==> config.mk <==
export PLATFORM = sky130hd
export DESIGN_NAME = control_unit
export DESIGN_NICKNAME = d
export VERILOG_FILES = /design/src/verilog/bus_pkg.sv /design/src/verilog/isa_pkg.sv /design/src/verilog/bus_ctrl_decoder.sv /design/src/verilog/cond_code_eval.sv /design/src/verilog/control_unit.sv /design/src/verilog/inst_sequencer.sv /design/src/verilog/uop_fifo.sv
export SDC_FILE = /design/constraint.sdc
export NUM_CORES = 1
export LEC_CHECK = 0
export ABC_AREA = 1
export ABC_CLOCK_PERIOD_IN_PS = 8200
export BUFFER_PORTS_ARGS = -buffer_cell sky130_fd_sc_hd__buf_2
export CELL_PAD_IN_SITES_DETAIL_PLACEMENT = 1
export CELL_PAD_IN_SITES_GLOBAL_PLACEMENT = 1
export CORE_MARGIN = 2
export CORE_UTILIZATION = 31
export CTS_CLUSTER_DIAMETER = 30
export CTS_CLUSTER_SIZE = 10
export DETAILED_ROUTE_END_ITERATION = 7
export PLACE_DENSITY_LB_ADDON = 0.1
export SLEW_MARGIN = 20
export SYNTH_ARGS = -nofsm -noshare
export SYNTH_HDL_FRONTEND = slang
export SYNTH_SLANG_ARGS = --single-unit
==> constraint.sdc <==
create_clock -name clock -period 8.2 [get_ports clock]
set_input_delay 0.82 -clock clock [delete_from_list [all_inputs] [get_ports clock]]
set_output_delay 0.82 -clock clock [all_outputs]
set_load 0.1 [all_outputs]
==> src/verilog/bus_pkg.sv <==
package bus_pkg;

	typedef enum logic [1:0]
	{
		NONE     = 2'd0,					// No transfer on the data bus
		REG_FILE = 2'd1,
		ALU      = 2'd2,
		SXT      = 2'd3						// Sign extender output
	} bus_unit_e;

	localparam logic [4:0] REG_LR     = 5'd5;	// Link register
	localparam logic [4:0] REG_PC     = 5'd7;
	localparam logic [4:0] REG_CONST2 = 5'd10;	// Constant 2 in the constant bank
	localparam logic [4:0] REG_TEMP   = 5'd16;	// Hidden scratch register for SWAP

	localparam int UOP_FIFO_DEPTH = 4;		// Micro-steps buffered before the decoder

	typedef struct packed
	{
		bus_unit_e   data_src;				// Data bus driver
		bus_unit_e   data_dst;				// Data bus receiver
		logic [4:0]  dbus_rnum_src;
		logic [4:0]  dbus_rnum_dst;
		logic [4:0]  alu_rnum_src;
		logic [4:0]  alu_rnum_dst;
		logic [5:0]  alu_op;				// Op offset times two, plus byte bit
		logic        psw_update;			// ALU writes the flags
		logic        s_bus_sel;				// 1 = sign extender feeds the S bus
		logic [4:0]  sxt_bit_num;			// Sign bit position of the offset
		logic        word_byte;
		logic [4:0]  flag_set;
		logic [4:0]  flag_clr;
	} ctrl_word_t;

endpackage

==> src/verilog/isa_pkg.sv <==
package isa_pkg;

	typedef enum logic [6:0]
	{
		BL    = 7'd0,						// Branch and link, two steps
		BEQ   = 7'd1,						// Conditional branches
		BNE   = 7'd2,
		BC    = 7'd3,
		BNC   = 7'd4,
		BN    = 7'd5,
		BGE   = 7'd6,
		BLT   = 7'd7,
		BRA   = 7'd8,						// Unconditional
		ADD   = 7'd9,						// Two-operand ALU group starts here
		ADDC  = 7'd10,
		SUB   = 7'd11,
		SUBC  = 7'd12,
		DADD  = 7'd13,
		CMP   = 7'd14,
		XOR   = 7'd15,
		AND   = 7'd16,
		OR    = 7'd17,
		BIT   = 7'd18,
		BIC   = 7'd19,
		BIS   = 7'd20,						// Last ALU op
		MOV   = 7'd21,
		SWAP  = 7'd22,						// Three steps through the temp register
		SETCC = 7'd30,
		CLRCC = 7'd31,
		CEX   = 7'd32						// Opens a conditional-execute window
	} opcode_e;

	typedef enum logic [3:0]
	{
		EQ = 4'd0, NE = 4'd1, CS = 4'd2, CC = 4'd3,
		MI = 4'd4, PL = 4'd5, VS = 4'd6, VC = 4'd7,
		HI = 4'd8, LS = 4'd9, GE = 4'd10, LT = 4'd11,
		GT = 4'd12, LE = 4'd13, AL = 4'd14
	} cond_e;

	localparam int FLAG_C = 0;				// Carry
	localparam int FLAG_Z = 1;				// Zero
	localparam int FLAG_N = 2;				// Negative
	localparam int FLAG_V = 4;				// Overflow
	localparam int FLAG_W = 5;				// Width of the flag field in the PSW

	typedef struct packed
	{
		opcode_e     op;
		logic [2:0]  dst;					// Destination register
		logic [2:0]  src;					// Source register or constant index
		logic        rc;					// Src selects the constant bank
		logic        wb;					// 1 = byte
		cond_e       cond;					// CEX condition
		logic [2:0]  t_cnt;					// CEX true count
		logic [2:0]  f_cnt;					// CEX false count
		logic [FLAG_W-1:0] flag_mask;		// SETCC/CLRCC bits
	} inst_t;

	typedef struct packed
	{
		opcode_e     op;
		logic [1:0]  step;					// Position within a multi-step instruction
		logic [2:0]  dst;
		logic [2:0]  src;
		logic        rc;
		logic        wb;
		logic [FLAG_W-1:0] flag_mask;
	} uop_t;

endpackage

==> src/verilog/bus_ctrl_decoder.sv <==
`timescale 1ns/1ps

module bus_ctrl_decoder
(
	input  logic clock,
	input  logic cpucycle_rst,
	input  isa_pkg::uop_t fifo_uop,
	input  logic fifo_valid,
	output logic fifo_ready,
	output bus_pkg::ctrl_word_t ctrl,
	output logic ctrl_valid,
	input  logic ctrl_ready
);
	import isa_pkg::*;
	import bus_pkg::*;

	ctrl_word_t ctrl_nxt;
	logic [4:0] alu_ofs;								// Offset of the op from ADD
	logic take;

	assign fifo_ready = ctrl_ready || !ctrl_valid;		// Slot free or being emptied
	assign take       = fifo_valid && fifo_ready;
	assign alu_ofs    = fifo_uop.op[4:0] - 5'(ADD);

	always_comb
	begin
		ctrl_nxt = '0;									// Unused fields stay zero
		case (fifo_uop.op)
			BL:
			begin
				if (fifo_uop.step == 2'd0)
				begin
					ctrl_nxt.data_src      = REG_FILE;		// Save return address
					ctrl_nxt.data_dst      = REG_FILE;
					ctrl_nxt.dbus_rnum_src = REG_PC;
					ctrl_nxt.dbus_rnum_dst = REG_LR;
					ctrl_nxt.sxt_bit_num   = 5'd13;
					ctrl_nxt.s_bus_sel     = 1'b1;
					ctrl_nxt.psw_update    = 1'b1;
				end
				else
				begin
					ctrl_nxt.data_src      = ALU;			// Target into PC
					ctrl_nxt.data_dst      = REG_FILE;
					ctrl_nxt.dbus_rnum_dst = REG_PC;
				end
			end
			BEQ, BNE, BC, BNC, BN, BGE, BLT, BRA:		// Only taken branches get here
			begin
				ctrl_nxt.alu_op       = 6'd0;				// Add offset to PC
				ctrl_nxt.alu_rnum_dst = REG_PC;
				ctrl_nxt.s_bus_sel    = 1'b1;
				ctrl_nxt.sxt_bit_num  = 5'd10;
			end
			ADD, ADDC, SUB, SUBC, DADD, CMP, XOR, AND, OR, BIT, BIC, BIS:
			begin
				ctrl_nxt.alu_op        = {alu_ofs, fifo_uop.wb};
				ctrl_nxt.alu_rnum_dst  = {2'b00, fifo_uop.dst};
				ctrl_nxt.alu_rnum_src  = {2'b00, fifo_uop.src}
					+ (fifo_uop.rc ? REG_CONST2 - 5'd2 : 5'd0);	// Bank starts two below const 2
				ctrl_nxt.dbus_rnum_dst = {2'b00, fifo_uop.dst};
				ctrl_nxt.data_src      = ALU;
				ctrl_nxt.data_dst      = REG_FILE;
				ctrl_nxt.psw_update    = 1'b1;
				ctrl_nxt.word_byte     = fifo_uop.wb;
			end
			MOV:
			begin
				ctrl_nxt.data_src      = REG_FILE;
				ctrl_nxt.data_dst      = REG_FILE;
				ctrl_nxt.dbus_rnum_src = {2'b00, fifo_uop.src};
				ctrl_nxt.dbus_rnum_dst = {2'b00, fifo_uop.dst};
				ctrl_nxt.word_byte     = fifo_uop.wb;
			end
			SWAP:
			begin
				ctrl_nxt.data_src = REG_FILE;
				ctrl_nxt.data_dst = REG_FILE;
				case (fifo_uop.step)
					2'd0:
					begin
						ctrl_nxt.dbus_rnum_src = {2'b00, fifo_uop.src};	// src to temp
						ctrl_nxt.dbus_rnum_dst = REG_TEMP;
					end
					2'd1:
					begin
						ctrl_nxt.dbus_rnum_src = {2'b00, fifo_uop.dst};	// dst to src
						ctrl_nxt.dbus_rnum_dst = {2'b00, fifo_uop.src};
					end
					default:
					begin
						ctrl_nxt.dbus_rnum_src = REG_TEMP;				// temp to dst
						ctrl_nxt.dbus_rnum_dst = {2'b00, fifo_uop.dst};
					end
				endcase
			end
			SETCC: ctrl_nxt.flag_set = fifo_uop.flag_mask;
			CLRCC: ctrl_nxt.flag_clr = fifo_uop.flag_mask;
			default: ctrl_nxt = '0;						// CEX never reaches the decoder
		endcase
	end

	always_ff @(posedge clock)
	begin
		if (cpucycle_rst)
			ctrl_valid <= 1'b0;
		else if (take)
			ctrl_valid <= 1'b1;
		else if (ctrl_ready)
			ctrl_valid <= 1'b0;							// Word consumed, nothing new
	end

	always_ff @(posedge clock)
	begin
		if (take)
			ctrl <= ctrl_nxt;							// Stable while ctrl_ready is low
	end

endmodule

==> src/verilog/cond_code_eval.sv <==
`timescale 1ns/1ps

module cond_code_eval
(
	input  isa_pkg::cond_e cond,
	input  logic [isa_pkg::FLAG_W-1:0] flags,
	output logic result
);
	import isa_pkg::*;

	always_comb
	begin
		case (cond)
			EQ: result = flags[FLAG_Z];
			NE: result = !flags[FLAG_Z];
			CS: result = flags[FLAG_C];							// Also HS
			CC: result = !flags[FLAG_C];						// Also LO
			MI: result = flags[FLAG_N];
			PL: result = !flags[FLAG_N];
			VS: result = flags[FLAG_V];
			VC: result = !flags[FLAG_V];
			HI: result = flags[FLAG_C] && !flags[FLAG_Z];
			LS: result = !flags[FLAG_C] || flags[FLAG_Z];
			GE: result = (flags[FLAG_N] == flags[FLAG_V]);
			LT: result = (flags[FLAG_N] != flags[FLAG_V]);
			GT: result = !flags[FLAG_Z] && (flags[FLAG_N] == flags[FLAG_V]);
			LE: result = flags[FLAG_Z] || (flags[FLAG_N] != flags[FLAG_V]);
			AL: result = 1'b1;
			default: result = 1'b0;								// Code 15 never holds
		endcase
	end

endmodule

==> src/verilog/control_unit.sv <==
`timescale 1ns/1ps

module control_unit
(
	input  logic clock,
	input  logic cpucycle_rst,
	input  isa_pkg::inst_t inst,
	input  logic inst_valid,
	output logic inst_ready,
	input  logic [isa_pkg::FLAG_W-1:0] flags,
	output bus_pkg::ctrl_word_t ctrl,
	output logic ctrl_valid,
	input  logic ctrl_ready
);
	import isa_pkg::*;

	uop_t seq_uop, fifo_uop;							// Micro-steps before and after the buffer
	logic seq_valid, seq_ready;
	logic fifo_valid, fifo_ready;

	inst_sequencer u_inst_sequencer
	(
		.clock        (clock),
		.cpucycle_rst (cpucycle_rst),
		.inst         (inst),
		.inst_valid   (inst_valid),
		.inst_ready   (inst_ready),
		.flags        (flags),
		.seq_uop      (seq_uop),
		.seq_valid    (seq_valid),
		.seq_ready    (seq_ready)
	);

	uop_fifo u_uop_fifo
	(
		.clock        (clock),
		.cpucycle_rst (cpucycle_rst),
		.seq_uop      (seq_uop),
		.seq_valid    (seq_valid),
		.seq_ready    (seq_ready),
		.fifo_uop     (fifo_uop),
		.fifo_valid   (fifo_valid),
		.fifo_ready   (fifo_ready)
	);

	bus_ctrl_decoder u_bus_ctrl_decoder
	(
		.clock        (clock),
		.cpucycle_rst (cpucycle_rst),
		.fifo_uop     (fifo_uop),
		.fifo_valid   (fifo_valid),
		.fifo_ready   (fifo_ready),
		.ctrl         (ctrl),
		.ctrl_valid   (ctrl_valid),
		.ctrl_ready   (ctrl_ready)
	);

endmodule

==> src/verilog/inst_sequencer.sv <==
`timescale 1ns/1ps

module inst_sequencer
(
	input  logic clock,
	input  logic cpucycle_rst,
	input  isa_pkg::inst_t inst,
	input  logic inst_valid,
	output logic inst_ready,
	input  logic [isa_pkg::FLAG_W-1:0] flags,
	output isa_pkg::uop_t seq_uop,
	output logic seq_valid,
	input  logic seq_ready
);
	import isa_pkg::*;

	logic cex_active;							// Window open
	logic cex_result;							// Condition captured by CEX
	logic [2:0] cex_t, cex_f;					// Remaining true/false counts
	logic [2:0] cex_t_nxt, cex_f_nxt;
	logic [1:0] step_last;						// Index of the final step of seq_uop
	cond_e cond_sel;
	logic cond_true;
	logic accept, advance, final_step;
	logic is_cex, is_branch;
	logic hit_t, hit_f, win_exec, issue;

	assign final_step = (seq_uop.step == step_last);
	assign advance    = seq_valid && seq_ready;
	assign inst_ready = !seq_valid || (seq_ready && final_step);	// Idle or last step leaving
	assign accept     = inst_valid && inst_ready;

	assign is_cex    = (inst.op == CEX);
	assign is_branch = inst.op inside {[BEQ:BRA]};

	// Branch opcode to condition code
	always_comb
	begin
		case (inst.op)
			BEQ, BNE, BC, BNC, BN: cond_sel = cond_e'(inst.op[3:0] - 4'd1);	// EQ..MI
			BGE, BLT: cond_sel = cond_e'(inst.op[3:0] + 4'd4);				// GE, LT
			BRA: cond_sel = AL;
			default: cond_sel = inst.cond;									// CEX condition
		endcase
	end

	cond_code_eval u_cond_code_eval
	(
		.cond   (cond_sel),
		.flags  (flags),
		.result (cond_true)
	);

	assign hit_t    = cex_active && (cex_t != 3'd0);				// True half of window
	assign hit_f    = cex_active && !hit_t && (cex_f != 3'd0);		// Then the false half
	assign win_exec = hit_t ? cex_result : (hit_f ? !cex_result : 1'b1);
	assign issue    = accept && !is_cex && win_exec && (!is_branch || cond_true);

	assign cex_t_nxt = cex_t - {2'b00, hit_t};
	assign cex_f_nxt = cex_f - {2'b00, hit_f};

	always_ff @(posedge clock)
	begin
		if (cpucycle_rst)
		begin
			seq_valid  <= 1'b0;
			cex_active <= 1'b0;
			cex_result <= 1'b0;
			cex_t      <= 3'd0;
			cex_f      <= 3'd0;
		end
		else
		begin
			if (issue)
				seq_valid <= 1'b1;								// Step 0 of the new instruction
			else if (advance && final_step)
				seq_valid <= 1'b0;								// Nothing follows
			if (accept && is_cex)
			begin
				cex_active <= 1'b1;								// A new window replaces the old one
				cex_result <= cond_true;
				cex_t      <= inst.t_cnt;
				cex_f      <= inst.f_cnt;
			end
			else if (accept && cex_active)
			begin
				cex_t      <= cex_t_nxt;
				cex_f      <= cex_f_nxt;
				cex_active <= (cex_t_nxt != 3'd0) || (cex_f_nxt != 3'd0);	// Close when spent
			end
		end
	end

	// Step payload and step counter
	always_ff @(posedge clock)
	begin
		if (issue)
		begin
			seq_uop <= '{op: inst.op, step: 2'd0, dst: inst.dst, src: inst.src,
				rc: inst.rc, wb: inst.wb, flag_mask: inst.flag_mask};
			case (inst.op)
				BL: step_last <= 2'd1;
				SWAP: step_last <= 2'd2;
				default: step_last <= 2'd0;
			endcase
		end
		else if (advance && !final_step)
			seq_uop.step <= seq_uop.step + 2'd1;			// Held while seq_ready is low
	end

endmodule

==> src/verilog/uop_fifo.sv <==
`timescale 1ns/1ps

module uop_fifo
(
	input  logic clock,
	input  logic cpucycle_rst,
	input  isa_pkg::uop_t seq_uop,
	input  logic seq_valid,
	output logic seq_ready,
	output isa_pkg::uop_t fifo_uop,
	output logic fifo_valid,
	input  logic fifo_ready
);
	import isa_pkg::*;
	import bus_pkg::*;

	uop_t mem [UOP_FIFO_DEPTH];
	logic [$clog2(UOP_FIFO_DEPTH)-1:0] wr_ptr, rd_ptr;
	logic [$clog2(UOP_FIFO_DEPTH+1)-1:0] count;		// Occupancy, 0..depth
	logic wr_en, rd_en;

	assign seq_ready  = (count != UOP_FIFO_DEPTH);		// Full drops ready
	assign fifo_valid = (count != '0);
	assign fifo_uop   = mem[rd_ptr];
	assign wr_en      = seq_valid && seq_ready;
	assign rd_en      = fifo_valid && fifo_ready;

	always_ff @(posedge clock)
	begin
		if (wr_en)
			mem[wr_ptr] <= seq_uop;
	end

	always_ff @(posedge clock)
	begin
		if (cpucycle_rst)
		begin
			wr_ptr <= '0;
			rd_ptr <= '0;
			count  <= '0;
		end
		else
		begin
			if (wr_en)
				wr_ptr <= (wr_ptr == UOP_FIFO_DEPTH - 1) ? '0 : wr_ptr + 1'b1;	// Wrap
			if (rd_en)
				rd_ptr <= (rd_ptr == UOP_FIFO_DEPTH - 1) ? '0 : rd_ptr + 1'b1;
			case ({wr_en, rd_en})
				2'b10: count <= count + 1'b1;
				2'b01: count <= count - 1'b1;
				default: count <= count;				// Both or neither
			endcase
		end
	end

endmodule
After elaboration in Yosys (flattened, before gate mapping)
Memory sizes are Yosys's and may differ from the RTL's. A register that Yosys moved wholly into a read port is not among the register bits.
Cells that the tools add are included.
- $lt $le $gt $ge: 2
- muxes and demuxes: 34
- add/subtract/negate cells: 11
- reduce and logical (&&, ||, !) cells: 53
- equality and inequality tests: 57
- operator list (cell ; number):
    7-bit by 5-bit equality test with 1-bit output (second input constant) ; 10
    7-bit by 4-bit equality test with 1-bit output (second input constant) ; 9
    7-bit by 3-bit equality test with 1-bit output (second input constant) ; 8
    5-bit one-hot mux with 3 select lines ; 2
    4-bit equality test (second input constant) ; 7
    7-bit by 2-bit equality test with 1-bit output (second input constant) ; 4
    4-bit one-hot mux with 3 select lines ; 2
    10-bit one-hot mux with 2 select lines ; 1
    9-bit one-hot mux with 2 select lines ; 1
    1-bit logical AND ; 17
    4-bit by 3-bit equality test with 1-bit output (second input constant) ; 4
    3-bit 2-to-1 mux ; 5
    1-bit one-hot mux with 15 select lines ; 1
    3-bit nonzero test ; 5
    7-bit by 1-bit equality test with 1-bit output (second input constant) ; 2
    7-bit zero test ; 2
    13-bit OR reduction ; 1
    6-bit one-hot mux with 2 select lines ; 1
    12-bit OR reduction ; 1
    1-bit zero test ; 11
    1-bit 2-to-1 mux ; 10
    2-bit 2-to-1 mux ; 5
    4-bit by 2-bit equality test with 1-bit output (second input constant) ; 2
    4-bit 2-to-1 mux ; 2
    other kinds (29) ; 44
- input bits: 39
- output and inout port bits: 50
- memories: 1
- word-level logic and storage cells: 188
- register bits after elaboration: 89
- RAM bits: 88
- memories (name ; words ; bits a word ; read ports ; clocked after Yosys merged registers in ; write ports ; line ; text):
    u_uop_fifo.mem ; 4 ; 22 ; 1 ; 1 ; 1 ; uop_fifo.sv:17 ; uop_t mem [UOP_FIFO_DEPTH];

Longest topological paths before layout
- word-level depth: 10
- depth in mapped cells: 18
- gate-level depth less buffers: 18

Modules after synthesis
From an unflattened synthesis, not the netlist that was laid out.
- cells, all modules: 718
- area, all modules: 7778.7 um2
- modules (own cells, without submodules) (module ; seq. area each (um2) ; area each (um2) ; cells an instance ; instances):
    uop_fifo ; 2822.7 ; 3818.7 ; 283 ; 1
    bus_ctrl_decoder ; 1191.1 ; 1929.4 ; 185 ; 1
    inst_sequencer ; 880.8 ; 1801.7 ; 195 ; 1
    cond_code_eval ; 0.0 ; 229.0 ; 55 ; 1

Worst setup path before layout
No wires, ideal clock.
- path type: input-to-reg
- start point: input ctrl_ready
- end point: register u_uop_fifo.count[2]
- path buffers: 0
- data required time: 8078 ps
- library setup time: 122 ps
- path slack: 3736 ps
- stages on the path: 9
- data arrival time: 4342 ps
- cell sequence: nor2_1 > a31oi_1 > ha_1 > inv_1 > fa_1 > a21oi_1 > o21ai_0 > o21ai_0 > a21oi_1
- word-level cells in the longest chain between the ends: 4
- elaborated cells on any way between the ends: 6
- those cells by class: 2 x eq/ne; 1 x mux; 3 x reduce/logical
- RTL lines (what ; line ; text):
    start, declared ; control_unit.sv:13 ; input logic ctrl_ready
    1-bit logical OR (*) ; bus_ctrl_decoder.sv:21 ; assign fifo_ready = ctrl_ready || !ctrl_valid;
    1-bit logical AND (*) ; -- ;
    net u_bus_ctrl_decoder.take ; bus_ctrl_decoder.sv:19 ; logic take;
    2-bit by 1-bit equality test with 1-bit output or 2-bit equality test (tied branches) ; uop_fifo.sv:48 ; case ({wr_en, rd_en})
    3-bit one-hot mux with 2 select lines or 2-bit nonzero test (tied branches) ; -- ;
    end signal, assigned ; uop_fifo.sv:49 ; 2'b10: count <= count + 1'b1;
    end signal, assigned ; uop_fifo.sv:50 ; 2'b01: count <= count - 1'b1;
    end signal, assigned ; uop_fifo.sv:51 ; default: count <= count;
    end, declared ; uop_fifo.sv:19 ; logic [$clog2(UOP_FIFO_DEPTH+1)-1:0] count;
The timed path passes the listed nets; every way through them passes the cells marked *.
A chain may end at the register's enable or synchronous reset.

==> metrics.md <==
| Metric | Value |
|---|---|
| Syn. warnings | 0 |
| Worst-path maximum fanout | 43 |
| Clk pwr share | between 20% and 30% |
| Mapped Area | roughly 7600 um2 |
| CTS tree | built |
| Post-route ant nets | 0 |
| Final Hold Violating Endpoints | 0 |
| Tcrit/Tclk final | 41.8% |
| # diodes | 0 |
| Slowest-stage cell, CP | a32oi_1 |
| Switching pwr | 1750 uW |
| Final setup viols | 0 |
| Yosys reg bits | 170 |
| Top Ports | 89 |
| Clk_skew | approximately 0.014 ns |
| Starting Density | 31.4% |
| First-pass GRT wire length | ~27 mm |
| Min Tclk post-route | ~3.4 ns |
| Top FF cell, synth | edfxtp_1 |
| Max Slew Vio Count | 0 |
| Layout area overhead | 17.4% |
| VDD IR max | approximately 300 uV |
| Critical path, cell by cell | buf_4 > inv_4 > nand2_1 > a32oi_1 > inv_1 > ha_1 > inv_1 > nand2_1 > nor2_1 > o22ai_1 > nand2_1 > nand2_2 > inv_4 > nand2_4 > nor2_2 > o221ai_1 |
| Post-synthesis async set-or-reset flop share | 0% |
| DR vias/cell | between 4 and 5 |
| GRT overflow | 0 |
| CP delay by family, top | buffers and inverters |
| TNS Setup | 0 ns |
| CTS clk-pin slew, worst paths | around 0.070 ns |
| End of the worst register-to-register path | u_bus_ctrl_decoder.ctrl[35] |
| Element type at the critical path start | flop |
| Top cell type's share of synthesized area | 59.2% |
| Clock tree buffer depth | 2 |
| Worst Path Buf+Inv | 5 |
| Hold_buf cts | 0 |
| Total Wirelength | 16.8 mm |
| Post-synth EDFFs | 149 |
| Final Cell Area | slightly below 9000 um2 |
| Cells after synthesis | about 660 |
| PD cells | between 400 and 500 nW/um2 |
| Comb pwr share | between 40% and 50% |
| Hold_sp | u_inst_sequencer.cex_f[1] |
| GPL Wtd Cong | 0.783 |
| Pint | 1840 uW |
| Synth top area cells | edfxtp_1 59%, dfxtp_1 5.6%, nand2_1 5.2%, ha_1 3.8%, inv_1 3.5% |
| First-pass DRT Iterations | 4 |
| Critical Path Max Stage Delay | 0.43 ns |
| Layout cell share with drive strength beyond 1 | a little over a fifth |
| GRT Total Usage | a little over an eighth |
| Crit Path Class | reg -> reg |
| DRC | 0 |
| Largest net degree at the start of global routing | 45 |
| Initial antenna violation count | 0 |
| DP Area | 8270 um2 |
| Port bufs | 80 |
| Synth Area per Inst | 11.4 um2 |
| Slew @ Worst Pin | roughly 0.79 ns |
| Via count | just under 5,000 |
| Top cell type by total area after synthesis | edfxtp_1 |
| Final nets | about 810 |
| Slew headroom | between 40% and 50% |
| Reg2reg path depth | 16 |
| Worst endpoint required time | between 8 and 9 ns |
| Fmax | 292 MHz |
| Root Driver | clkbuf_16 |
| H-tree depth | 4 |
| Hold Crit Class | reg -> reg |
| Register area share after synthesis | 64.8% |
| Worst-Skew Late Latency | approximately 0.43 ns |
| CP endpoint kind | flop |
| Hold Path Depth | 2 |
| Site Rows | 57 |
| Number of global-route vias before repair | just over 5,000 |
| CP dominant cell by count | nand2_1 |
| Sink Count | 170 |
| CORE AREA | 24,100 um2 |
| Outcome | complete, no violations |
| P_leak | roughly 0.0036 uW |
| Sw frac | roughly 50% |
| DRT iter0 DRCs | ~220 |
| CTS Buf Count | 17 |
| Worst Hold End | u_inst_sequencer.cex_f[1] |
| Wirelength per Cell | between 15 and 20 um |
| CP arrival | about 3.6 ns |
| R2R setup slack | 4.78 ns |
| Post-DP HPWL | 11.8 mm |
| Cell variety after synth | 44 |
| RSZ-0062 raised after global routing | false |
| Max-cap violations | 0 |
| Setup Buffers After CTS | 0 |
| Die area | 25,600 um2 |
| Die H | approximately 160 um |
| CTS resizes | 0 |
| Sequential Power Share | 34.2% |
| Die W | 160 um |
area by class of cell:
type,instances,area (um2)
Tap cell,324,405
Clock inverter,15,171
Inverter,78,300
Sequential cell,170,4890
Timing Repair Buffer,86,445
Multi-Input combinational cell,393,2230
Fill cell,2702,15200
Clock buffer,17,425
state kept, by name, summed over array words and instances (netlist names), 2 cells and up, named ones only:
register and cells:
u_uop_fifo.mem 88, u_bus_ctrl_decoder.ctrl 39, u_inst_sequencer.seq_uop 22, u_inst_sequencer.cex_f 3
u_inst_sequencer.cex_t 3, u_uop_fifo.count 3, u_inst_sequencer.step_last 2, u_uop_fifo.rd_ptr 2
u_uop_fifo.wr_ptr 2
cells by family (layout without fill, tap and decap cells):
kind of cell	Yosys count	after routing	synth area share, %
adder cells (fa/ha/maj)	24	24	4.07
XOR/XNOR	10	10	1.16
AND/OR/NAND/NOR	247	247	15.0
flip-flops	170	170	64.8
buffers and inverters	105	196	6.39
other	1	7	0.0496
AO/OA/AOI/OAI	105	105	8.54
metal layers:
| metal | wire [um] | GRT usage, % | vias to the layer above |
|---|---|---|---|
| met1 | 7740 | 16.4 | 2389 |
| met3 | 585 | 3.09 | 14 |
| met4 | 197 | 3.77 | 0 |
| li1 | - | - | 2456 |
| met5 | 0 | 0 | - |
| met2 | 8310 | 23.6 | 82 |
how the worst max path moves through the flow:
stage                                              to  slack [ns]  startpoint  cells past startpoint
after floorplan                   u_uop_fifo.count[2]        3.74  ctrl_ready                      9
after detailed placement  u_inst_sequencer.seq_uop[4]        4.54    inst[23]                     16
final                     u_bus_ctrl_decoder.ctrl[35]        4.78        flop                     16
after global routing      u_bus_ctrl_decoder.ctrl[35]        4.42        flop                     16
after CTS                 u_bus_ctrl_decoder.ctrl[35]        4.70        flop                     16
after global placement    u_inst_sequencer.seq_uop[3]        4.59    inst[23]                     17
tightest hold or removal path: cells and delay by family (launching register included):
| family | cells | cell delay [ns] |
|---|---|---|
| flops | 1 | 0.31 |
| simple gates | 1 | 0.06 |
| compound gates | 1 | 0.05 |
metrics by stage:
stage	hold WS [ns]	total power (uW)	util, %	std cells	setup WS, ns
3_5_place_dp	0.458	2840	34.3	1051	4.54
3_3_place_gp	0.459	2800	34.3	1051	4.59
6_report	0.466	3600	36.8	1083	4.78
4_1_cts	0.470	3640	36.8	1083	4.70
5_1_grt	0.483	3770	36.8	1083	4.42
2_1_floorplan	0.444	2560	-	668	3.74
cells in the mapped netlist (5+ instances only):
cell type and instances:
dfxtp_1 21, nor2_1 62, buf_2 8, o221ai_1 6
a21oi_1 36, edfxtp_1 149, buf_4 9, nand4_1 5
o21ai_0 34, nand2_1 104, a32o_1 9, nand3_2 5
nor3_1 5, ha_1 23, nor2_2 9, buf_6 5
inv_1 70, nand2_2 8, nand3_1 38, xnor2_1 6
cell usage in the layout (no fill, tap or decap), types with 13 or more instances in the layout:
cell type	count
buf_2	80
inv_1	70
nand2_1	104
nor2_1	58
a21oi_1	36
edfxtp_1	149
nor2_2	13
o21ai_0	33
nand3_1	38
clkbuf_16	17
dfxtp_1	21
ha_1	23
power by group through the flow:
stage | clock network [uW] | registers, uW | logic [uW]
2_1_floorplan | 0 | 1970 | 592
3_3_place_gp | 0 | 1240 | 1560
3_5_place_dp | 0 | 1250 | 1590
4_1_cts | 814 | 1230 | 1590
5_1_grt | 848 | 1250 | 1680
6_report | 792 | 1230 | 1570
No activity file was read; power rests on OpenSTA's default activity.
